==> config.mk <==
export PLATFORM = sky130hd
export DESIGN_NAME = alu_top
export DESIGN_NICKNAME = d
export VERILOG_FILES = /design/src/alu_pkg.sv /design/src/operand_prep.sv /design/src/cla_block.sv /design/src/alu_shifter.sv /design/src/result_stage.sv /design/src/alu_top.sv
export SDC_FILE = /design/constraint.sdc
export NUM_CORES = 1
export LEC_CHECK = 0
export BUFFER_PORTS_ARGS = -buffer_cell sky130_fd_sc_hd__buf_2
export CAP_MARGIN = 20
export CORE_MARGIN = 3
export CORE_UTILIZATION = 35
export DETAILED_ROUTE_END_ITERATION = 10
export PLACE_DENSITY = 0.64
export SETUP_SLACK_MARGIN = 0.05
export SLEW_MARGIN = 15
export SYNTH_ARGS = -nofsm -noshare
export SYNTH_HDL_FRONTEND = slang
export SYNTH_HIERARCHICAL = 1
export SYNTH_SLANG_ARGS = --single-unit
==> constraint.sdc <==
create_clock -name clk -period 0.95 [get_ports clk]
set_clock_uncertainty 0.05 [all_clocks]
set_input_delay 0.19 -clock clk [delete_from_list [all_inputs] [get_ports clk]]
set_output_delay 0.19 -clock clk [all_outputs]
set_load 0.02 [all_outputs]
==> src/alu_pkg.sv <==
// alu package: operation codes, shift amount type and the per-request control word
package alu_pkg;

	// default sizes, overridden through the top level parameters
	localparam int DEF_DATA_W = 32; // operand width
	localparam int DEF_BLOCK_W = 4; // bits per lookahead block

	localparam int SHAMT_W = 2; // shifts of 0 to 3 places

	// operation codes, one per cycle on op_start
	typedef enum logic [3:0]
	{
		op_nop = 4'd0, // result is zero
		op_not_a = 4'd1,
		op_not_b = 4'd2,
		op_and = 4'd3,
		op_or = 4'd4,
		op_xor = 4'd5,
		op_xnor = 4'd6,
		op_lsl_a = 4'd7, // sign-extended, then shifted left
		op_lsl_b = 4'd8,
		op_lsr_a = 4'd9, // zero fill, high word zero
		op_lsr_b = 4'd10,
		op_asr_a = 4'd11, // sign fill, high word is the sign
		op_asr_b = 4'd12,
		op_add = 4'd13, // 64-bit sign-extended sum
		op_sub = 4'd14,
		op_mul = 4'd15 // reserved, result is zero
	} alu_op_e;

	typedef logic [SHAMT_W-1:0] shamt_t;

	// control that goes along with every request, 6 bits
	typedef struct packed
	{
		alu_op_e op;
		shamt_t shamt;
	} alu_ctrl_t;

endpackage

==> src/operand_prep.sv <==
// operand preparation: widens both operands for the adder chain, negates B for subtraction
`timescale 1ns/1ns

module operand_prep
#(
	parameter int DATA_W = alu_pkg::DEF_DATA_W
)
(
	input alu_pkg::alu_ctrl_t ctrl,
	input logic [DATA_W-1:0] a,
	input logic [DATA_W-1:0] b,
	output logic [2*DATA_W-1:0] wide_a,
	output logic [2*DATA_W-1:0] wide_b,
	output logic carry_in
);
	import alu_pkg::*;

	logic is_sub;
	logic [2*DATA_W-1:0] ext_b;

	assign is_sub = (ctrl.op == op_sub);

	// both operands are signed, so the high half is the sign bit repeated
	assign wide_a = {{DATA_W{a[DATA_W-1]}}, a};
	assign ext_b = {{DATA_W{b[DATA_W-1]}}, b};

	// a - b = a + ~b + 1
	assign wide_b = is_sub ? ~ext_b : ext_b;
	assign carry_in = is_sub; // the +1 of the two's complement

endmodule

==> src/cla_block.sv <==
// carry-lookahead block: one slice of the wide adder, carries formed from generate and propagate
`timescale 1ns/1ns

module cla_block
#(
	parameter int BLOCK_W = alu_pkg::DEF_BLOCK_W
)
(
	input logic [BLOCK_W-1:0] a_slice,
	input logic [BLOCK_W-1:0] b_slice,
	input logic carry_prev,
	output logic [BLOCK_W-1:0] sum_slice,
	output logic carry_next
);

	logic [BLOCK_W-1:0] g; // generate
	logic [BLOCK_W-1:0] p; // propagate
	logic [BLOCK_W:0] c; // c[i] is the carry into bit i

	// carry into bit idx as a flat sum of products
	// no term depends on another carry, so nothing ripples
	function automatic logic carry_at(input logic [BLOCK_W-1:0] gen,
		input logic [BLOCK_W-1:0] prop, input logic cin, input int idx);
		logic acc;
		logic term;
		acc = 1'b0;
		for (int j = 0; j < idx; j++)
		begin
			term = gen[j]; // generated at j, passed through j+1 .. idx-1
			for (int k = j + 1; k < idx; k++)
				term = term & prop[k];
			acc = acc | term;
		end
		term = cin; // block carry in, passed through every bit below idx
		for (int k = 0; k < idx; k++)
			term = term & prop[k];
		return acc | term;
	endfunction

	assign g = a_slice & b_slice;
	assign p = a_slice ^ b_slice;

	for (genvar i = 0; i <= BLOCK_W; i++)
	begin : g_carry
		assign c[i] = carry_at(g, p, carry_prev, i);
	end

	assign sum_slice = p ^ c[BLOCK_W-1:0];
	assign carry_next = c[BLOCK_W]; // into the next block

endmodule

==> src/alu_shifter.sv <==
// shifter: logical left, logical right and arithmetic right of A or B by 0 to 3 places
`timescale 1ns/1ns

module alu_shifter
#(
	parameter int DATA_W = alu_pkg::DEF_DATA_W
)
(
	input alu_pkg::alu_ctrl_t ctrl,
	input logic [DATA_W-1:0] a,
	input logic [DATA_W-1:0] b,
	output logic [DATA_W-1:0] shift_hi,
	output logic [DATA_W-1:0] shift_lo
);
	import alu_pkg::*;

	logic [DATA_W-1:0] src; // operand picked by the opcode
	logic [2*DATA_W-1:0] ext_src;
	logic [2*DATA_W-1:0] lsl_res;
	logic [DATA_W-1:0] lsr_res;
	logic [DATA_W-1:0] asr_res;

	always_comb
	begin
		case (ctrl.op)
			op_lsl_b, op_lsr_b, op_asr_b: src = b;
			default: src = a;
		endcase
	end

	// left shift works on the sign-extended value, so bits shifted out land in the high word
	assign ext_src = {{DATA_W{src[DATA_W-1]}}, src};
	assign lsl_res = ext_src << ctrl.shamt;

	assign lsr_res = src >> ctrl.shamt; // zeros in from the top
	assign asr_res = $signed(src) >>> ctrl.shamt; // sign in from the top

	always_comb
	begin
		case (ctrl.op)
			op_lsl_a, op_lsl_b:
			begin
				shift_hi = lsl_res[2*DATA_W-1:DATA_W];
				shift_lo = lsl_res[DATA_W-1:0];
			end
			op_lsr_a, op_lsr_b:
			begin
				shift_hi = '0;
				shift_lo = lsr_res;
			end
			op_asr_a, op_asr_b:
			begin
				shift_hi = {DATA_W{asr_res[DATA_W-1]}}; // sign of the low word
				shift_lo = asr_res;
			end
			default:
			begin
				// not a shift, the result stage ignores these
				shift_hi = '0;
				shift_lo = '0;
			end
		endcase
	end

endmodule

==> src/result_stage.sv <==
// result stage: logic operations, result select by opcode, result and op_done registers
`timescale 1ns/1ns

module result_stage
#(
	parameter int DATA_W = alu_pkg::DEF_DATA_W
)
(
	input logic clk,
	input logic rst_n,
	input logic op_start,
	input alu_pkg::alu_ctrl_t ctrl,
	input logic [DATA_W-1:0] a,
	input logic [DATA_W-1:0] b,
	input logic [2*DATA_W-1:0] sum,
	input logic [DATA_W-1:0] shift_hi,
	input logic [DATA_W-1:0] shift_lo,
	output logic op_done,
	output logic [DATA_W-1:0] result_hi,
	output logic [DATA_W-1:0] result_lo
);
	import alu_pkg::*;

	typedef struct packed
	{
		logic [DATA_W-1:0] hi;
		logic [DATA_W-1:0] lo;
	} word_pair_t;

	logic [DATA_W-1:0] logic_lo;
	word_pair_t next_res;
	word_pair_t res_q;

	always_comb
	begin
		case (ctrl.op)
			op_not_a: logic_lo = ~a;
			op_not_b: logic_lo = ~b;
			op_and: logic_lo = a & b;
			op_or: logic_lo = a | b;
			op_xor: logic_lo = a ^ b;
			op_xnor: logic_lo = ~(a ^ b);
			default: logic_lo = '0;
		endcase
	end

	always_comb
	begin
		case (ctrl.op)
			op_not_a, op_not_b, op_and, op_or, op_xor, op_xnor:
			begin
				next_res.hi = {DATA_W{logic_lo[DATA_W-1]}}; // sign of the low word
				next_res.lo = logic_lo;
			end
			op_lsl_a, op_lsl_b, op_lsr_a, op_lsr_b, op_asr_a, op_asr_b:
			begin
				next_res.hi = shift_hi;
				next_res.lo = shift_lo;
			end
			op_add, op_sub: next_res = sum; // already 64-bit signed
			default: next_res = '0; // nop and the reserved mul code
		endcase
	end

	// one request per cycle, result one edge later
	always_ff @(posedge clk or negedge rst_n)
	begin
		if (!rst_n)
		begin
			res_q <= '0;
			op_done <= 1'b0;
		end
		else
		begin
			op_done <= op_start; // single-cycle pulse per strobe
			if (op_start)
				res_q <= next_res; // holds otherwise
		end
	end

	assign result_hi = res_q.hi;
	assign result_lo = res_q.lo;

endmodule

==> src/alu_top.sv <==
// alu top level: operand preparation, lookahead adder chain, shifter and registered result
`timescale 1ns/1ns

module alu_top
#(
	parameter int DATA_W = alu_pkg::DEF_DATA_W,
	parameter int BLOCK_W = alu_pkg::DEF_BLOCK_W
)
(
	input logic clk,
	input logic rst_n,
	input logic op_start,
	input alu_pkg::alu_ctrl_t ctrl,
	input logic [DATA_W-1:0] a,
	input logic [DATA_W-1:0] b,
	output logic op_done,
	output logic [DATA_W-1:0] result_hi,
	output logic [DATA_W-1:0] result_lo
);

	localparam int NUM_BLOCKS = 2 * DATA_W / BLOCK_W; // blocks across the 64-bit sum

	logic [2*DATA_W-1:0] wide_a;
	logic [2*DATA_W-1:0] wide_b;
	logic [2*DATA_W-1:0] sum;
	logic [NUM_BLOCKS:0] carry; // carry[0] is the chain input, the top one is dropped
	logic [DATA_W-1:0] shift_hi;
	logic [DATA_W-1:0] shift_lo;

	operand_prep #(.DATA_W(DATA_W)) operand_prep_i
	(
		.ctrl(ctrl),
		.a(a),
		.b(b),
		.wide_a(wide_a),
		.wide_b(wide_b),
		.carry_in(carry[0])
	);

	// sum is taken modulo 2^64
	for (genvar i = 0; i < NUM_BLOCKS; i++)
	begin : g_cla
		cla_block #(.BLOCK_W(BLOCK_W)) cla_block_i
		(
			.a_slice(wide_a[i*BLOCK_W +: BLOCK_W]),
			.b_slice(wide_b[i*BLOCK_W +: BLOCK_W]),
			.carry_prev(carry[i]),
			.sum_slice(sum[i*BLOCK_W +: BLOCK_W]),
			.carry_next(carry[i+1])
		);
	end

	alu_shifter #(.DATA_W(DATA_W)) alu_shifter_i
	(
		.ctrl(ctrl),
		.a(a),
		.b(b),
		.shift_hi(shift_hi),
		.shift_lo(shift_lo)
	);

	result_stage #(.DATA_W(DATA_W)) result_stage_i
	(
		.clk(clk),
		.rst_n(rst_n),
		.op_start(op_start),
		.ctrl(ctrl),
		.a(a),
		.b(b),
		.sum(sum),
		.shift_hi(shift_hi),
		.shift_lo(shift_lo),
		.op_done(op_done),
		.result_hi(result_hi),
		.result_lo(result_lo)
	);

endmodule

; ---- Word level (Yosys, flattened, before mapping)
; Cells that the tools add are included.
[totals]
register_bits = 65
latchBits = 0
ramBits = 0
mem_bits_ro = 0
output_inout_bits = 65
wordCells = 400
n_memories = 0
[classes]
add_sub_neg = 0
multipliers = 0
n_div = 0
n_lt_le_gt_ge = 0
eq_ne = 14
n_shift = 3
muxes = 6
n_bitwise = 367
n_reduce_logical = 7
[op_table]
columns = op, n
row1 = 32-bit one-hot mux with 6 select lines, 1
row2 = 64-bit one-hot mux with 3 select lines, 1
row3 = 1-bit bitwise AND, 156
row4 = 1-bit bitwise OR, 156
row5 = 4-bit bitwise XOR, 32
row6 = 32-bit NOT, 3
row7 = 32-bit one-hot mux with 3 select lines, 1
row8 = 64-bit 2-to-1 mux, 1
row9 = 64-bit NOT, 1
row10 = 32-bit one-hot mux with 2 select lines, 1
row11 = 64-bit by 2-bit << shifter with 64-bit output, 1
row12 = 4-bit bitwise AND, 15
row13 = 32-bit bitwise AND, 1
row14 = 32-bit 2-to-1 mux, 1
row15 = 32-bit bitwise OR, 1
row16 = 32-bit by 2-bit right shift with 32-bit output, 1
row17 = 32-bit by 2-bit >>> shifter with 32-bit output, 1
row18 = 32-bit bitwise XOR, 1
row19 = 4-bit == test (second input constant), 7
row20 = 4-bit by 3-bit == test with 1-bit output (second input constant), 4
row21 = 6-bit OR reduction, 2
row22 = 4-bit by 2-bit == test with 1-bit output (second input constant), 2
row23 = 2-bit OR reduction, 4
row24 = 4-bit by 1-bit == test with 1-bit output (second input constant), 1
row25 = 2 further kinds, 2

; ---- Depth between registers and ports, before layout
; Gate-level depths: netlist of run 1.
[logic_depth]
word_depth = 86
depth_mapped = 70
ltp_nobuf = 69

; ---- Modules after synthesis
; Netlist of run 1, hierarchy kept.
[by_module_without_submodules]
columns = mod, n_inst, cells_each, area_per_inst_um2, seq_area_each_um2
row1 = result_stage, 1, 695, 6079.6, 1626.6
row2 = alu_shifter, 1, 255, 2652.5, 0.0
row3 = cla_block, 16, 19, 158.9, 0.0
row4 = operand_prep, 1, 134, 1302.5, 0.0

; ---- Least setup slack after synthesis of run 1
; Ideal clock, no wire load.
[synth_timing]
kind = input-to-reg
from = in ctrl[2] (netlist name)
to = reg result_stage_i.res_q (netlist bit result_stage_i/result_hi[31])
setup_time_ps = 145
arrival_time_ps = 11457
t_required_ps = 755
setup_slack_ps = -10703
cell_stages = 70
n_path_buf = 1
path_cell_list = nand4b_1 > buf_6 > xnor2_1 > ha_1 > ha_1 > o211ai_1 > nand2_1 > a21o_1 > ha_1 > o211ai_1 > nand2_1 > a21o_1 > ha_1 > o211ai_1 > nand2_1 > a21o_1 > ha_1 > o211ai_1 > [34 not listed] > ha_1 > o211ai_1 > nand2_1 > a21o_1 > ha_1 > o211ai_1 > nand2_1 > a21o_1 > ha_1 > o211ai_1 > nand2_1 > a21o_1 > ha_1 > o211ai_1 > nand2_1 > xor2_1 > a22oi_1 > o221ai_2
[synth_between]
elab_chain_len = 86
word_cells_on_any_way = 279
[synth_lines]
columns = element, line
row1 = "start, declared", alu_top.sv:13  ; input alu_pkg::alu_ctrl_t ctrl,
row2 = 4-bit == test *, operand_prep.sv:21  ; assign is_sub = (ctrl.op == op_sub);
row3 = 64-bit 2-to-1 mux *, operand_prep.sv:28  ; assign wide_b = is_sub ? ~ext_b : ext_b;
row4 = net wide_b[0], alu_top.sv:24  ; logic [2*DATA_W-1:0] wide_b;
row5 = 4-bit bitwise AND, cla_block.sv:40  ; assign g = a_slice & b_slice;
row6 = 1-bit bitwise AND (3 in series), cla_block.sv:31  ; term = term & prop[k];
row7 = 1-bit bitwise OR (3 in series), cla_block.sv:32  ; acc = acc | term;
row8 = 1-bit bitwise OR *, cla_block.sv:37  ; return acc | term;
row9 = net carry[1], alu_top.sv:26  ; logic [NUM_BLOCKS:0] carry;
row10 = [5 not listed], --
row11 = net carry[2], alu_top.sv:26
row12 = [5 not listed], --
row13 = net carry[3], alu_top.sv:26
row14 = [5 not listed], --
row15 = net carry[4], alu_top.sv:26
row16 = [5 not listed], --
row17 = net carry[5], alu_top.sv:26
row18 = [5 not listed], --
row19 = net carry[6], alu_top.sv:26
row20 = [5 not listed], --
row21 = net carry[7], alu_top.sv:26
row22 = [5 not listed], --
row23 = net carry[8], alu_top.sv:26
row24 = [5 not listed], --
row25 = net carry[9], alu_top.sv:26
row26 = [5 not listed], --
row27 = net carry[10], alu_top.sv:26
row28 = [5 not listed], --
row29 = net carry[11], alu_top.sv:26
row30 = [5 not listed], --
row31 = net carry[12], alu_top.sv:26
row32 = [5 not listed], --
row33 = net carry[13], alu_top.sv:26
row34 = [5 not listed], --
row35 = net carry[14], alu_top.sv:26
row36 = [4 not listed], --
row37 = 1-bit bitwise OR *, cla_block.sv:37
row38 = net carry[15], alu_top.sv:26
row39 = 1-bit bitwise AND * (2 in series), cla_block.sv:36  ; term = term & prop[k];
row40 = 1-bit bitwise AND *, --
row41 = 1-bit bitwise OR *, cla_block.sv:37
row42 = 4-bit bitwise XOR *, cla_block.sv:48  ; assign sum_slice = p ^ c[BLOCK_W-1:0];
row43 = net sum[63], alu_top.sv:25  ; logic [2*DATA_W-1:0] sum;
row44 = 64-bit one-hot mux with 3 select lines *, result_stage.sv:49  ; case (ctrl.op)
row45 = "end signal, assigned", result_stage.sv:77  ; res_q <= next_res;
row46 = "end, declared", result_stage.sv:32  ; word_pair_t res_q;
; The timed path passes the listed nets; every way through them passes the cells marked *.
; A chain may end at the register's enable or synchronous reset.

; ---- Worst setup path after layout of run 1
; Same ends and word-level chain as after synthesis.

==> impl_metrics.csv, run 1 <==
group,metric,value,unit
outcome,status,"finished with violations",
outcome,violations,"setup timing",
layout,nFillCells,3188,
grt,antenna_found_initial,4,
setup_path,r2r_end,"result_stage_i/result_hi[31]",
layout,area_growth,31.9,%
grt,grt_pass1_wl,64000,µm
sta,drv_slew,0,
setup_path,path_buf_inv,2,
logic_synthesis,syn_inst,1387,
floorplan,start_util,0.359,
floorplan,die_x,196,µm
setup_path,worst_r2r_path_depth,4,
power_and_ir_drop,power_density,1060,mW/mm²
layout,layout.cells.non_filler,2144,
power_and_ir_drop,p_sw_frac,0.400,
layout,final_core_util,0.474,
power_and_ir_drop,p_clk_frac,0.208,
cts,clk_latency,360,ps
setup_path,startpoint_type,"input port",
sta,tightestPinTransition,733,ps
drt,postRouteAntennaNets,0,
cts,cts_tree,"done",
drt,wl,40300,µm
logic_synthesis,ys_warn_count,6,
grt,grt_usage,0.207,
sta,final-setup-viol-count,129,
drt,drt_pass1_iterations,8,
setup_path,crit_family,"compound AO/OA/AOI/OAI gates",
sta,layout_min_cycle_time,11380,ps
cts,clk_path_buf_depth,2,
drt,vias,11900,
place,place_ws,-10700,ps
grt,grt_pass1_vias,11900,
setup_path,reg2reg_slack,-60,ps
drt,drtIter0Drc,1165,
power_and_ir_drop,p_sw,7.05,mW
setup_path,cpMaxStageDelayCell,"nand4b_1",
layout,area.sequential,0.00163,mm²
place,finalWeightedCongestion,0.893,
place,port-buffer-count,137,
sta,hold_slack,290,ps
setup_path,max_stage_delay,250,ps
drt,drcViolationCount,0,
cts,clockRootBuffer,"clkbuf_16",
setup_path,arrival,11530,ps
sta,rsz0062_at_grt,"true",
floorplan,fp.coreArea,0.0350,mm²
hold_path,min_path_type,"in2reg",
setup_path,worst-endpoint-required,1110,ps
grt,overflow,0,
sta,setup-tns-final,-382750,ps
setup_path,rr_startpoint,"result_stage_i/result_hi[31]",
grt,grt_max_degree,91,
power_and_ir_drop,peakVddDrop,1.02,mV
power_and_ir_drop,power,17.6,mW
place,dp_hpwl,27600,µm
layout,drive_gt1_frac,0.473,
layout,fin_area,0.0166,mm²
place,place_area,0.0145,mm²
setup_path,cp_max_fo,2,
cts,cts_buffers,9,
hold_path,min_path_cells,4,
logic_synthesis,syn_area,0.0126,mm²
layout,multi_input_area,0.00918,mm²
layout,final_cell_mix,"308 x buf_4, 168 x inv_1, 127 x ha_1",
hold_path,hp-start,"op_start",
layout,nets,1913,
setup_path,endpoint_kind,"register",
logic_synthesis,syn_avg_cell_area,9.06,µm²
sta,hold_violations,0,
sta,finalCritPeriodShare,12.0,
sta,relSlewSlack,0.511,
layout,final_common_cell,"buf_4",
drt,via_per_inst,5.57,
floorplan,io_pins,138,
job,maxCapViolCount,0,
power_and_ir_drop,p_int,10.6,mW
drt,wl_per_cell,18.8,µm
power_and_ir_drop,pwr-share-comb,0.591,
floorplan,placement_rows,68,
power_and_ir_drop,pwr-share-seq,0.200,
cts,clk_pin_slew_worst_paths,70,ps
sta,fin_ws,-10430,ps
cts,cts_num_sinks,65,
setup_path,critical_path_class,"in2reg",
floorplan,fp.dieH,196,µm
logic_synthesis,synth_nets,1620,
hold_path,min_to,"result_stage_i/result_lo[12]",
sta,fmax,87.9,MHz
power_and_ir_drop,leakage,7.82,nW
cts,cts_htree_levels,3,
place,dp_cells,2017,
floorplan,fp.dieArea,0.0382,mm²
==> worst register-to-register path, cell delays in order, from the launching register on <==
cell	delay, ps
dfrtp_1	410
buf_4	140
buf_4	110
inv_1	50
o221ai_2	90
==> metal layers <==
layer	share of wire	up-vias	GRT usage
li1	-	5469	-
met4	0.029	0	0.0668
met2	0.49	558	0.359
met3	0.076	92	0.0326
met1	0.40	5813	0.263
met5	0	-	0
==> worst max-delay path by stage <==
stage | from | endpoint | slack, ps | cells past startpoint
2_1_floorplan | ctrl[2] | result_stage_i/result_hi[31] | -9620 | 70
3_3_place_gp | ctrl[2] | result_stage_i/result_hi[31] | -10510 | 71
3_5_place_dp | ctrl[2] | result_stage_i/result_hi[31] | -10700 | 71
4_1_cts | ctrl[2] | result_stage_i/result_hi[31] | -10160 | 71
5_1_grt | ctrl[2] | result_stage_i/result_hi[31] | -11140 | 71
6_report | ctrl[2] | result_stage_i/result_hi[31] | -10430 | 71
==> flip-flops by register name, indices dropped and copies added, names as in the netlist <==
name,cells
result_stage_i/result_hi,32
result_stage_i/result_lo,32
result_stage_i/op_done,1
==> layout make-up <==
| type | instances | area share |
|---|---|---|
| Inverter | 190 | 0.0432 |
| Clock buffer | 9 | 0.0136 |
| Timing Repair Buffer | 495 | 0.251 |
| Multi-Input combinational cell | 919 | 0.554 |
| Clock inverter | 7 | 0.00468 |
| Antenna cell | 4 | 0.000604 |
| Tap cell | 455 | 0.0343 |
| Sequential cell | 65 | 0.0982 |
==> power groups by stage <==
stage | registers, mW | logic (mW) | clock network (mW)
6_report | 3.53 | 10.4 | 3.67
5_1_grt | 3.57 | 11.3 | 3.87
4_1_cts | 3.52 | 10.1 | 3.75
3_5_place_dp | 3.48 | 8.19 | 0
3_3_place_gp | 3.48 | 7.98 | 0
2_1_floorplan | 3.94 | 5.04 | 0
==> timing repair <==
item                                   in CTS  in global routing
setup endpoints to repair                 129                129
resized for setup                         209                 73
hold buffers                                1                  0
pin swaps                                  64                 89
setup buffers                             125                 44
cloned                                      3                  0
endpoints found under the hold margin      65                  0
No activity file was read; power rests on OpenSTA's default activity.
==> run 2: changes to the inputs <==
- RECOVER_POWER: unset -> 100
==> run 2 against run 1 <==
Compared with the run above:
- the run still ends with setup timing left
- critical endpoint unchanged
- sequential power about the same
- register-to-register slack about the same
- worst setup slack improved by 2.0 ps
- die area unchanged
- hold slack got worse by 1.6 ps
- largest power group unchanged
- flip-flop and latch count unchanged
==> impl_metrics.csv, run 2 (synthesized netlist as in run 1, its figures left out) <==
group,metric,value,unit
outcome,status,"finished with violations",
outcome,violations,"setup timing",
cts,clk_pin_slew_worst_paths,70,ps
sta,drv_slew,0,
power_and_ir_drop,pwr-share-comb,0.591,
layout,final_core_util,0.474,
sta,relSlewSlack,0.512,
drt,via_per_inst,5.58,
power_and_ir_drop,p_sw,7.05,mW
sta,hold_violations,0,
floorplan,fp.dieArea,0.0382,mm²
floorplan,placement_rows,68,
grt,grt_max_degree,91,
drt,wl_per_cell,18.8,µm
drt,drcViolationCount,0,
cts,cts_buffers,9,
setup_path,startpoint_type,"input port",
power_and_ir_drop,pwr-share-seq,0.200,
layout,nets,1913,
floorplan,fp.dieH,196,µm
place,dp_hpwl,27600,µm
sta,final-setup-viol-count,129,
grt,antenna_found_initial,4,
cts,cts_htree_levels,3,
power_and_ir_drop,p_sw_frac,0.400,
power_and_ir_drop,p_clk_frac,0.208,
layout,area.sequential,0.00163,mm²
grt,grt_pass1_wl,64000,µm
power_and_ir_drop,peakVddDrop,1.02,mV
cts,clockRootBuffer,"clkbuf_16",
layout,area_growth,31.7,%
layout,nFillCells,3191,
power_and_ir_drop,power,17.6,mW
setup_path,cp_max_fo,2,
drt,drt_pass1_iterations,5,
setup_path,arrival,11530,ps
setup_path,crit_family,"compound AO/OA/AOI/OAI gates",
grt,grt_usage,0.207,
layout,drive_gt1_frac,0.472,
layout,multi_input_area,0.00918,mm²
sta,rsz0062_at_grt,"true",
power_and_ir_drop,p_int,10.6,mW
hold_path,min_path_type,"in2reg",
place,dp_cells,2017,
power_and_ir_drop,leakage,7.81,nW
setup_path,cpMaxStageDelayCell,"nand4b_1",
layout,layout.cells.non_filler,2144,
floorplan,io_pins,138,
drt,postRouteAntennaNets,0,
cts,cts_num_sinks,65,
drt,wl,40400,µm
setup_path,path_buf_inv,2,
setup_path,max_stage_delay,250,ps
drt,drtIter0Drc,1165,
sta,layout_min_cycle_time,11370,ps
setup_path,critical_path_class,"in2reg",
grt,overflow,0,
setup_path,worst-endpoint-required,1110,ps
cts,clk_latency,360,ps
layout,final_common_cell,"buf_4",
drt,vias,12000,
sta,fin_ws,-10420,ps
floorplan,fp.coreArea,0.0350,mm²
power_and_ir_drop,power_density,1060,mW/mm²
floorplan,die_x,196,µm
layout,final_cell_mix,"306 x buf_4, 168 x inv_1, 127 x ha_1",
job,maxCapViolCount,0,
cts,clk_path_buf_depth,2,
place,port-buffer-count,137,
setup_path,endpoint_kind,"register",
sta,finalCritPeriodShare,12.0,
sta,fmax,87.9,MHz
grt,grt_pass1_vias,11900,
floorplan,start_util,0.359,
sta,tightestPinTransition,733,ps
place,finalWeightedCongestion,0.893,
cts,cts_tree,"done",
-- run 2: worst register-to-register path, stage by stage (launching register included) --
cell and delay (ps):
dfrtp_1 410, buf_4 140, buf_4 110, inv_1 50, o221ai_2 90
-- run 2: path summary, 6_finish.rpt --
path                       slack [ps]                            to                    startpoint  depth (start not counted)
max in group asynchronous          70  result_stage_i/result_lo[15]                         rst_n                          3
min                               290  result_stage_i/result_lo[12]                      op_start                          4
min reg2reg                       480  result_stage_i/result_lo[20]  result_stage_i/result_lo[20]                          2
max                            -10420  result_stage_i/result_hi[31]                       ctrl[2]                         71
min in group asynchronous         420  result_stage_i/result_hi[28]                         rst_n                          3
max reg2reg                       -60  result_stage_i/result_hi[31]  result_stage_i/result_hi[31]                          4
-- run 2: timing repair --
item                                    in CTS  in global routing
endpoints found under the hold margin       65                  0
endpoints found under the setup margin     129                129
hold buffers                                 1                  0
pin swaps                                   64                 89
buffers inserted                           125                 44
cloned                                       3                  0
gates resized for setup                    209                 73
-- run 2: routing by layer --
layer	vias up	wire, µm	track usage
li1	5470	-	-
met1	5826	16300	0.263
met2	564	19800	0.359
met3	98	3040	0.0326
met4	0	1190	0.0668
met5	-	0	0
-- run 2: power groups by stage --
stage | sequential [mW] | combinational, mW | clock (mW)
6_report | 3.53 | 10.4 | 3.67
5_1_grt | 3.57 | 11.3 | 3.87
4_1_cts | 3.52 | 10.1 | 3.75
3_5_place_dp | 3.48 | 8.19 | 0
3_3_place_gp | 3.48 | 7.98 | 0
2_1_floorplan | 3.94 | 5.04 | 0
-- run 2: final cells by class --
cell class / instances / area share
clock inverter: 7 / 0.00468
timing repair buffer: 495 / 0.251
multi-input combinational: 919 / 0.555
inverter: 190 / 0.0432
tap: 455 / 0.0344
clock buffer: 9 / 0.0136
sequential: 65 / 0.0983
antenna: 4 / 0.000605
-- run 2: through the flow --
stage | instance area [µm²] | setup WS [ps] | hold slack (ps) | TNS (ps)
CTS | 16400 | -10160 | 289 | -378500
global placement | 14500 | -10510 | 138 | -384190
detailed placement | 14500 | -10700 | 137 | -389150
floorplan | 12600 | -9620 | -156 | -332230
finish | 16600 | -10420 | 288 | -382710
global route | 16600 | -11140 | 294 | -408300
